[src/ps2_display_pkg.sv]
package ps2_display_pkg;

  // -------------------------------------------------------------------------
  // Data types
  // -------------------------------------------------------------------------

  // One byte off the PS/2 data line
  typedef logic [7:0] byte_t;

  // Single decimal digit
  typedef logic [3:0] bcd_t;

  // Seven-segment pattern, active low
  // Bit 0 drives segment a, bit 6 drives segment g
  typedef logic [6:0] seg_t;

  // -------------------------------------------------------------------------
  // Display constants
  // -------------------------------------------------------------------------

  // Digits shown for one byte (0 to 255)
  parameter int NUM_DIGITS = 3;

  // Radix of the display
  parameter int DIGIT_BASE = 10;

  // Every segment dark
  parameter seg_t SEG_BLANK = 7'b111_1111;

endpackage

[src/ps2_line_sampler.sv]
`timescale 1ns/1ps

module ps2_line_sampler
#(
  parameter int SAMPLE_COUNT = 16, // Samples per PS/2 bit
  parameter int SAMPLE_STEP  = 4   // System clocks between samples
)
(
  input  logic clk,
  input  logic reset,
  input  logic ps2_clk,    // Raw PS/2 clock line
  input  logic ps2_data,   // Raw PS/2 data line
  output logic bit_strobe, // One cycle per sampled bit
  output logic bit_value   // Majority result
);
  localparam int STEP_W = $clog2(SAMPLE_STEP + 1);
  localparam int CNT_W  = $clog2(SAMPLE_COUNT + 1);

  logic clk_meta;              // First sync stage
  logic clk_sync;
  logic clk_last;              // Previous synced level
  logic data_meta;
  logic data_sync;
  logic fall_edge;             // Registered falling edge of ps2_clk
  logic window_active;         // Sampling window running
  logic [STEP_W-1:0] step_cnt;
  logic [CNT_W-1:0]  sample_cnt;
  logic [CNT_W-1:0]  ones_cnt;  // Ones seen so far in window
  logic [CNT_W-1:0]  ones_next;
  logic sample_tick;
  logic last_sample;

  // -------------------------------------------------------------------------
  // Synchronizers and edge detect
  // -------------------------------------------------------------------------

  always_ff @(posedge clk)
  begin
    if (reset)
    begin
      clk_meta  <= 1'b1; // Idle level of the line
      clk_sync  <= 1'b1;
      clk_last  <= 1'b1;
      fall_edge <= 1'b0;
    end
    else
    begin
      clk_meta  <= ps2_clk;
      clk_sync  <= clk_meta;
      clk_last  <= clk_sync;
      fall_edge <= clk_last & ~clk_sync; // High -> low seen
    end
  end

  // Data only needs two stages
  always_ff @(posedge clk)
  begin
    data_meta <= ps2_data;
    data_sync <= data_meta;
  end

  // -------------------------------------------------------------------------
  // Majority-vote window
  // -------------------------------------------------------------------------

  assign sample_tick = window_active && (step_cnt == STEP_W'(SAMPLE_STEP - 1));
  assign last_sample = sample_tick && (sample_cnt == CNT_W'(SAMPLE_COUNT - 1));
  assign ones_next   = ones_cnt + CNT_W'(data_sync);

  always_ff @(posedge clk)
  begin
    if (reset)
    begin
      window_active <= 1'b0;
      step_cnt      <= '0;
      sample_cnt    <= '0;
      ones_cnt      <= '0;
      bit_strobe    <= 1'b0;
    end
    else
    begin
      bit_strobe <= 1'b0;
      if (fall_edge) // New edge restarts the window
      begin
        window_active <= 1'b1;
        step_cnt      <= '0;
        sample_cnt    <= '0;
        ones_cnt      <= '0;
      end
      else if (window_active)
      begin
        step_cnt <= sample_tick ? '0 : step_cnt + 1'b1;
        if (sample_tick)
        begin
          ones_cnt   <= ones_next;
          sample_cnt <= sample_cnt + 1'b1;
        end
        if (last_sample) // Window done, report bit
        begin
          window_active <= 1'b0;
          bit_strobe    <= 1'b1;
        end
      end
    end
  end

  // More than half of the samples high
  always_ff @(posedge clk)
  begin
    if (last_sample)
      bit_value <= (ones_next > CNT_W'(SAMPLE_COUNT / 2));
  end

endmodule

[src/ps2_frame_receiver.sv]
`timescale 1ns/1ps

module ps2_frame_receiver
  import ps2_display_pkg::*;
(
  input  logic  clk,
  input  logic  reset,
  input  logic  bit_strobe,  // From sampler
  input  logic  bit_value,
  output logic  byte_strobe, // Good frame
  output byte_t rx_byte,     // Valid with byte_strobe
  output logic  frame_error  // Bad parity or stop bit
);
  localparam int BIT_CNT_W = $clog2($bits(byte_t));

  typedef enum logic [1:0]
  {
    RX_IDLE,   // Wait for start bit
    RX_DATA,   // Eight data bits, LSB first
    RX_PARITY, // Odd parity bit
    RX_STOP    // Stop bit
  } rx_state_t;

  rx_state_t state;
  logic [BIT_CNT_W-1:0] bit_cnt;
  logic parity_acc; // XOR of data bits
  logic parity_ok;  // Data plus parity odd
  logic frame_good;

  // Stop bit must be 1 and parity must have checked out
  assign frame_good = parity_ok & bit_value;

  // -------------------------------------------------------------------------
  // Frame FSM
  // -------------------------------------------------------------------------

  always_ff @(posedge clk)
  begin
    if (reset)
    begin
      state       <= RX_IDLE;
      bit_cnt     <= '0;
      parity_acc  <= 1'b0;
      parity_ok   <= 1'b0;
      byte_strobe <= 1'b0;
      frame_error <= 1'b0;
    end
    else
    begin
      byte_strobe <= 1'b0; // Strobes last one cycle
      frame_error <= 1'b0;
      if (bit_strobe)
      begin
        case (state)
          RX_IDLE:
          begin
            if (!bit_value) // Start bit is low, else ignore
            begin
              state      <= RX_DATA;
              bit_cnt    <= '0;
              parity_acc <= 1'b0;
            end
          end
          RX_DATA:
          begin
            parity_acc <= parity_acc ^ bit_value;
            bit_cnt    <= bit_cnt + 1'b1;
            if (bit_cnt == BIT_CNT_W'($bits(byte_t) - 1))
              state <= RX_PARITY;
          end
          RX_PARITY:
          begin
            // Odd count of ones overall
            parity_ok <= parity_acc ^ bit_value;
            state     <= RX_STOP;
          end
          RX_STOP:
          begin
            byte_strobe <= frame_good;
            frame_error <= ~frame_good;
            state       <= RX_IDLE;
          end
          default:
          begin
            state <= RX_IDLE;
          end
        endcase
      end
    end
  end

  // Data shift register, LSB arrives first
  always_ff @(posedge clk)
  begin
    if (bit_strobe && state == RX_DATA)
      rx_byte <= {bit_value, rx_byte[$bits(byte_t)-1:1]};
  end

endmodule

[src/seq_divider.sv]
`timescale 1ns/1ps

module seq_divider
#(
  parameter int WIDTH   = 8,  // Dividend and quotient width
  parameter int DIVISOR = 10  // Constant divisor, nonzero
)
(
  input  logic             clk,
  input  logic             reset,
  input  logic             div_start, // Ignored while busy
  input  logic [WIDTH-1:0] dividend,
  output logic             div_done,  // WIDTH + 1 cycles after start
  output logic [WIDTH-1:0] quotient,
  output logic [WIDTH-1:0] remainder
);
  localparam int CNT_W = $clog2(WIDTH + 1);
  localparam logic [WIDTH+1:0] DIV_EXT = (WIDTH + 2)'(DIVISOR);

  logic busy;
  logic [CNT_W-1:0] step_cnt;  // Quotient bits left
  logic [WIDTH:0]   part_rem;  // Signed partial remainder
  logic [WIDTH-1:0] quo_shift; // Dividend bits out, quotient bits in
  logic [WIDTH+1:0] rem_shifted;
  logic [WIDTH+1:0] rem_step;
  logic [WIDTH+1:0] rem_fixed;
  logic last_step;

  // -------------------------------------------------------------------------
  // One non-restoring step
  // -------------------------------------------------------------------------

  // 2R plus next dividend bit, sign kept
  assign rem_shifted = {part_rem, quo_shift[WIDTH-1]};

  // Add when negative, subtract otherwise
  assign rem_step = part_rem[WIDTH] ? rem_shifted + DIV_EXT : rem_shifted - DIV_EXT;

  // Final correction back into 0 .. DIVISOR-1
  assign rem_fixed = rem_step[WIDTH+1] ? rem_step + DIV_EXT : rem_step;

  assign last_step = busy && (step_cnt == CNT_W'(1));

  assign quotient  = quo_shift;
  assign remainder = part_rem[WIDTH-1:0];

  // Control
  always_ff @(posedge clk)
  begin
    if (reset)
    begin
      busy     <= 1'b0;
      step_cnt <= '0;
      div_done <= 1'b0;
    end
    else
    begin
      div_done <= 1'b0;
      if (!busy)
      begin
        if (div_start)
        begin
          busy     <= 1'b1;
          step_cnt <= CNT_W'(WIDTH);
        end
      end
      else
      begin
        step_cnt <= step_cnt - 1'b1;
        if (last_step) // Remainder corrected this edge
        begin
          busy     <= 1'b0;
          div_done <= 1'b1;
        end
      end
    end
  end

  // Datapath
  always_ff @(posedge clk)
  begin
    if (!busy && div_start)
    begin
      part_rem  <= '0;
      quo_shift <= dividend;
    end
    else if (busy)
    begin
      quo_shift <= {quo_shift[WIDTH-2:0], ~rem_step[WIDTH+1]}; // 1 when R >= 0
      part_rem  <= last_step ? rem_fixed[WIDTH:0] : rem_step[WIDTH:0];
    end
  end

endmodule

[src/decimal_converter.sv]
`timescale 1ns/1ps

module decimal_converter
  import ps2_display_pkg::*;
(
  input  logic  clk,
  input  logic  reset,
  input  logic  byte_strobe,   // Dropped unless idle
  input  byte_t rx_byte,
  output logic  digits_strobe, // All digits valid
  output bcd_t  digit_ones,
  output bcd_t  digit_tens,
  output bcd_t  digit_hundreds
);
  localparam int DIV_WIDTH = $bits(byte_t);
  localparam int ROUND_W   = $clog2(NUM_DIGITS);

  typedef enum logic [1:0]
  {
    CONV_IDLE,
    CONV_DIVIDE, // One division per digit
    CONV_FINISH  // Strobe cycle
  } conv_state_t;

  conv_state_t state;
  logic [ROUND_W-1:0] round;  // Digit being produced, ones first
  logic launch;               // Start next round
  logic last_round;
  logic div_start;
  logic div_done;
  byte_t dividend;
  byte_t next_dividend;       // Quotient of previous round
  byte_t quotient;
  byte_t remainder;
  bcd_t digits_q [NUM_DIGITS];

  assign last_round = (round == ROUND_W'(NUM_DIGITS - 1));

  // First round starts right on the byte strobe
  assign div_start = ((state == CONV_IDLE) && byte_strobe) || launch;
  assign dividend  = (state == CONV_IDLE) ? rx_byte : next_dividend;

  assign digits_strobe  = (state == CONV_FINISH);
  assign digit_ones     = digits_q[0];
  assign digit_tens     = digits_q[1];
  assign digit_hundreds = digits_q[2];

  seq_divider
  #(
    .WIDTH   (DIV_WIDTH),
    .DIVISOR (DIGIT_BASE)
  )
  seq_divider_i
  (
    .clk       (clk),
    .reset     (reset),
    .div_start (div_start),
    .dividend  (dividend),
    .div_done  (div_done),
    .quotient  (quotient),
    .remainder (remainder)
  );

  // -------------------------------------------------------------------------
  // Conversion FSM
  // -------------------------------------------------------------------------

  always_ff @(posedge clk)
  begin
    if (reset)
    begin
      state  <= CONV_IDLE;
      round  <= '0;
      launch <= 1'b0;
    end
    else
    begin
      launch <= 1'b0;
      case (state)
        CONV_IDLE:
        begin
          if (byte_strobe)
          begin
            state <= CONV_DIVIDE;
            round <= '0;
          end
        end
        CONV_DIVIDE:
        begin
          if (div_done)
          begin
            if (last_round)
              state <= CONV_FINISH;
            else
            begin
              round  <= round + 1'b1;
              launch <= 1'b1; // Quotient feeds back
            end
          end
        end
        CONV_FINISH:
        begin
          state <= CONV_IDLE;
        end
        default:
        begin
          state <= CONV_IDLE;
        end
      endcase
    end
  end

  // Remainder is the next digit, quotient the next dividend
  always_ff @(posedge clk)
  begin
    if (state == CONV_DIVIDE && div_done)
    begin
      digits_q[round] <= remainder[$bits(bcd_t)-1:0];
      next_dividend   <= quotient;
    end
  end

endmodule

[src/segment_display.sv]
`timescale 1ns/1ps

module segment_display
  import ps2_display_pkg::*;
(
  input  logic clk,
  input  logic reset,
  input  logic digits_strobe,
  input  bcd_t digit_ones,
  input  bcd_t digit_tens,
  input  bcd_t digit_hundreds,
  output seg_t seg_ones,     // Active low
  output seg_t seg_tens,
  output seg_t seg_hundreds,
  output logic seg_update    // Patterns just changed
);
  // Hex table, active high, bits g down to a
  //     a
  //   f   b
  //     g
  //   e   c
  //     d
  localparam seg_t HEX_LUT [16] = '{
    7'b0111111, // 0
    7'b0000110, // 1
    7'b1011011, // 2
    7'b1001111, // 3
    7'b1100110, // 4
    7'b1101101, // 5
    7'b1111101, // 6
    7'b0000111, // 7
    7'b1111111, // 8
    7'b1101111, // 9
    7'b1110111, // A
    7'b1111100, // b
    7'b0111001, // C
    7'b1011110, // d
    7'b1111001, // E
    7'b1110001  // F
  };

  // Board segments light on a low level
  function automatic seg_t encode(input bcd_t digit);
    return ~HEX_LUT[digit];
  endfunction

  always_ff @(posedge clk)
  begin
    if (reset)
    begin
      seg_ones     <= SEG_BLANK;
      seg_tens     <= SEG_BLANK;
      seg_hundreds <= SEG_BLANK;
      seg_update   <= 1'b0;
    end
    else
    begin
      seg_update <= digits_strobe;
      if (digits_strobe)
      begin
        seg_ones     <= encode(digit_ones);
        seg_tens     <= encode(digit_tens);
        seg_hundreds <= encode(digit_hundreds);
      end
    end
  end

endmodule

[src/ps2_display_top.sv]
`timescale 1ns/1ps

module ps2_display_top
  import ps2_display_pkg::*;
#(
  parameter int SAMPLE_COUNT = 16, // Votes per PS/2 bit
  parameter int SAMPLE_STEP  = 4   // Clocks between votes
)
(
  input  logic clk,
  input  logic reset,
  input  logic ps2_clk,
  input  logic ps2_data,
  output seg_t seg_ones,
  output seg_t seg_tens,
  output seg_t seg_hundreds,
  output logic seg_update,
  output logic frame_error
);
  logic  bit_strobe;
  logic  bit_value;
  logic  byte_strobe;
  byte_t rx_byte;
  logic  digits_strobe;
  bcd_t  digit_ones;
  bcd_t  digit_tens;
  bcd_t  digit_hundreds;

  // -------------------------------------------------------------------------
  // PS/2 input side
  // -------------------------------------------------------------------------

  ps2_line_sampler
  #(
    .SAMPLE_COUNT (SAMPLE_COUNT),
    .SAMPLE_STEP  (SAMPLE_STEP)
  )
  ps2_line_sampler_i
  (
    .clk        (clk),
    .reset      (reset),
    .ps2_clk    (ps2_clk),
    .ps2_data   (ps2_data),
    .bit_strobe (bit_strobe),
    .bit_value  (bit_value)
  );

  ps2_frame_receiver ps2_frame_receiver_i
  (
    .clk         (clk),
    .reset       (reset),
    .bit_strobe  (bit_strobe),
    .bit_value   (bit_value),
    .byte_strobe (byte_strobe),
    .rx_byte     (rx_byte),
    .frame_error (frame_error)
  );

  // -------------------------------------------------------------------------
  // Decimal conversion and display
  // -------------------------------------------------------------------------

  decimal_converter decimal_converter_i
  (
    .clk            (clk),
    .reset          (reset),
    .byte_strobe    (byte_strobe),
    .rx_byte        (rx_byte),
    .digits_strobe  (digits_strobe),
    .digit_ones     (digit_ones),
    .digit_tens     (digit_tens),
    .digit_hundreds (digit_hundreds)
  );

  segment_display segment_display_i
  (
    .clk            (clk),
    .reset          (reset),
    .digits_strobe  (digits_strobe),
    .digit_ones     (digit_ones),
    .digit_tens     (digit_tens),
    .digit_hundreds (digit_hundreds),
    .seg_ones       (seg_ones),
    .seg_tens       (seg_tens),
    .seg_hundreds   (seg_hundreds),
    .seg_update     (seg_update)
  );

endmodule

[config.mk]
export PLATFORM = sky130hd
export DESIGN_NAME = ps2_display_top
export DESIGN_NICKNAME = d
export VERILOG_FILES = /design/src/ps2_display_pkg.sv /design/src/ps2_line_sampler.sv /design/src/ps2_frame_receiver.sv /design/src/seq_divider.sv /design/src/decimal_converter.sv /design/src/segment_display.sv /design/src/ps2_display_top.sv
export SDC_FILE = /design/constraint.sdc
export NUM_CORES = 1
export LEC_CHECK = 0
export ABC_AREA = 1
export BUFFER_PORTS_ARGS = -buffer_cell sky130_fd_sc_hd__buf_2
export CORE_ASPECT_RATIO = 2
export CORE_MARGIN = 2
export CORE_UTILIZATION = 60
export DETAILED_ROUTE_END_ITERATION = 8
export MAX_ROUTING_LAYER = met4
export PLACE_DENSITY_LB_ADDON = 0.3
export SLEW_MARGIN = 25
export SYNTH_ARGS = -nofsm -noshare
export SYNTH_HDL_FRONTEND = slang
export SYNTH_SLANG_ARGS = --single-unit
export TNS_END_PERCENT = 50
[constraint.sdc]
create_clock -name clk -period 2.45 [get_ports clk]
set_input_delay 0.245 -clock clk [delete_from_list [all_inputs] [get_ports clk]]
set_output_delay 0.245 -clock clk [all_outputs]
set_load 0.05 [all_outputs]
==> flow_summary.yaml <==
run_status:
  status: "completed"
critical_path:
  start_kind: "flop"
  crit_buf_inv: 2
  cp_top_family: "flip-flops"
  cp_common_cell: "nand2_1"
  cp_slowest_stage_delay_ps: 450
  arrival_ps: 2360
  cp_max_fo: 8
  crit_path_end_kind: "flop"
  rr_worst_depth: 10
  required_ps: 2690
  reg2reg_to: "decimal_converter_i.seq_divider_i.part_rem[7]"
  path_cells: "inv_1 -> fa_1 -> xnor2_1 -> inv_1 -> a21oi_1 -> nand3_1 -> nand2_1 -> nand2_1 -> nand2_1 -> nand2_1"
  slowest_stage: "dfxtp_1"
  r2r_slack_ps: 330
  critPathKind: "reg -> reg"
  rr_startpoint: "decimal_converter_i.seq_divider_i.part_rem[0]"
hold_path:
  worstHoldPathType: "in -> reg"
  hold_depth: 2
  hp-start: "ps2_clk"
  holdPathEnd: "ps2_line_sampler_i.clk_meta"
grt:
  grt-ovfl-total: 0
  grt_max_degree: 33
  grt_pass1_vias: 4125
  grt.total_usage: 0.242
  antenna_found_initial: 0
  grt_pass1_wl_mm: 18.0
layout:
  nets: 688
  drive_above_1_share: 0.0971
  final_util: 0.672
  antenna_cells: 0
  stdcell_area_um2: 5780
  syn2layout_area_growth_pct: 10.0
  layout.cells.non_filler: 749
detailed_routing:
  via_count: 4221
  wl_per_cell_um: 14.1
  dr.pass1.iters: 4
  finalWirelength_mm: 10.5
  drc_errors: 0
  ant_nets: 0
  drtIter0Drc: 213
  via_per_inst: 5.64
timing:
  worst_pin_slew_ps: 556
  slew_headroom: 0.629
  period_share: 0.864
  worst_hold_slack_ps: 84.8
  drv_slew: 0
  max_freq_ghz: 0.472
  rsz0062_at_grt: "no"
  postLayoutSetupSlackWorst_ps: 333
  final.setup_skew_ps: 6.21
  period_minus_slack_ps: 2120
  setup_viol: 0
  final.setup.tns_ps: 0
  hold_viol: 0
clock_tree:
  clockRootBuffer: "clkbuf_16"
  clockBufferDepth: 2
  clkTransAtPathRegs_ps: 70
  cts_tree: "built"
  post_cts_buffers: 0
  htreeDepth: 3
  clk_latency_ps: 340
  numCtsBuffers: 9
  cts.sinks: 109
power:
  max-vdd-ir-drop_v: 0.000705
  p_leak_nw: 2.43
  powerDensity_nw_per_um2: 694
  p_total_mw: 4.01
placement:
  portBuffers: 26
  post-place-ws_ps: 399
  place_inst: 732
  gp_congestion: 0.932
  placed_area_um2: 5440
  dp_hpwl_mm: 7.72
die:
  die_y_um: 136
  rows: 48
  core_area_um2: 8590
  dieArea_um2: 9560
  start_util: 0.611
  dieWidth_um: 70.1
  io_pins: 27
synth:
  yosys_most_used_dff: "dfxtp_1"
  avgSynthCellArea_um2: 8.47
  netlist_instances: 620
  seq_area_frac_synth: 0.486
  syn_area_um2: 5250
  syn-num-nets: 664
  synth_edf_count: 37
  synthArstFlopShare: 0
  ys_ff_latch: 109
  ys_warn_count: 0
  synthDistinctLibCells: 40
job:
  maxCapViolations: 0
[power by group]
group / switching (mW) / internal [mW]
Sequential: 0.0309 / 1.90
Clock: 0.652 / 0.920
Combinational: 0.332 / 0.175
[routing by layer]
layer  wire [um]  global-route usage  up-vias
met2        5920               0.451       97
met1        3990               0.239     1972
met4         343               0.122        0
met5           0                   -        -
met3         293              0.0356       31
li1            -                   -     2121
[cells by family (layout without fill, tap and decap cells)]
logic type / count (synthesis) / count (layout) / share of synthesized area
xor gates and xnor gates: 5 / 5 / 0.00834
buffers and inverters: 94 / 123 / 0.0722
and+or+nand+nor: 229 / 229 / 0.188
DFF: 109 / 109 / 0.486
adders and majority gates: 40 / 40 / 0.0968
AOI/OAI and AO/OA: 143 / 143 / 0.149
[cell usage after synthesis, drive strengths merged, types with 3 or more instances]
cell type | number | area, um^2
xor2 | 3 | 26.3
nand3 | 36 | 193
ha | 39 | 488
o21ai | 56 | 280
buf | 13 | 72.6
dfxtp | 72 | 1440
nand2 | 132 | 508
clkbuf | 3 | 11.3
a31oi | 13 | 81.3
inv | 76 | 288
or2 | 3 | 18.8
nand4 | 3 | 18.8
edfxtp | 37 | 1110
nor3 | 6 | 30.0
nor2 | 48 | 210
a21oi | 58 | 294
o22ai | 3 | 18.8
[sequential cells by signal (all words and copies together), names as in the netlist, 2 cells and up]
register	cells
decimal_converter_i.digits_q	12
decimal_converter_i.seq_divider_i.part_rem	9
decimal_converter_i.next_dividend	8
decimal_converter_i.seq_divider_i.quotient	8
ps2_frame_receiver_i.rx_byte	8
segment_display_i.seg_hundreds	7
segment_display_i.seg_ones	7
segment_display_i.seg_tens	7
ps2_line_sampler_i.ones_cnt	5
ps2_line_sampler_i.sample_cnt	5
decimal_converter_i.seq_divider_i.step_cnt	4
ps2_frame_receiver_i.bit_cnt	3
ps2_line_sampler_i.step_cnt	3
decimal_converter_i.round	2
decimal_converter_i.state	2
ps2_frame_receiver_i.state	2
[worst max path at each step]
| stage | startpoint | endpoint | slack (ps) | depth (start not counted) |
|---|---|---|---|---|
| detailed placement | decimal_converter_i.seq_divider_i.part_rem[0] | decimal_converter_i.seq_divider_i.part_rem[7] | 400 | 10 |
| CTS | decimal_converter_i.seq_divider_i.part_rem[0] | decimal_converter_i.seq_divider_i.part_rem[7] | 360 | 10 |
| floorplan | decimal_converter_i.seq_divider_i.part_rem[0] | decimal_converter_i.seq_divider_i.part_rem[7] | 620 | 10 |
| finish | decimal_converter_i.seq_divider_i.part_rem[0] | decimal_converter_i.seq_divider_i.part_rem[7] | 330 | 10 |
| global placement | decimal_converter_i.seq_divider_i.part_rem[0] | decimal_converter_i.seq_divider_i.part_rem[8] | 470 | 10 |
| global route | decimal_converter_i.seq_divider_i.part_rem[0] | decimal_converter_i.seq_divider_i.part_rem[7] | 100 | 10 |
[cells in the final DEF (no fill, tap or decap), types with 13 or more instances in the layout]
cell      netlist  routed
nand2_1       127     127
edfxtp_1       37      37
nor2_1         42      42
nand3_1        35      35
a31oi_1        13      13
inv_1          72      72
ha_1           39      39
buf_2           7      26
a21oi_1        57      57
dfxtp_1        72      72
o21ai_0        52      52
[what timing repair did]
| action | 4_1_cts | 5_1_grt |
|---|---|---|
| resized for setup | 0 | 0 |
| endpoints found under the hold margin | 1 | 0 |
| hold buffers | 1 | 0 |
[worst register-to-register path: cells and delay by family (launching register included)]
| family | cells | cell delay (ps) |
|---|---|---|
| compound gates | 1 | 250 |
| xor+xnor | 1 | 250 |
| fa+ha+maj | 1 | 450 |
| buf+inv | 2 | 250 |
| flops | 1 | 450 |
| simple gates | 5 | 370 |
[cell type report]
class	count	area, um^2
Sequential cell	109	2550
Clock inverter	3	47.5
Timing Repair Buffer	29	155
Tap cell	100	125
Fill cell	694	2810
Multi-Input combinational cell	417	2320
Clock buffer	13	282
Inverter	78	295
No activity file was read; power rests on OpenSTA's default activity.
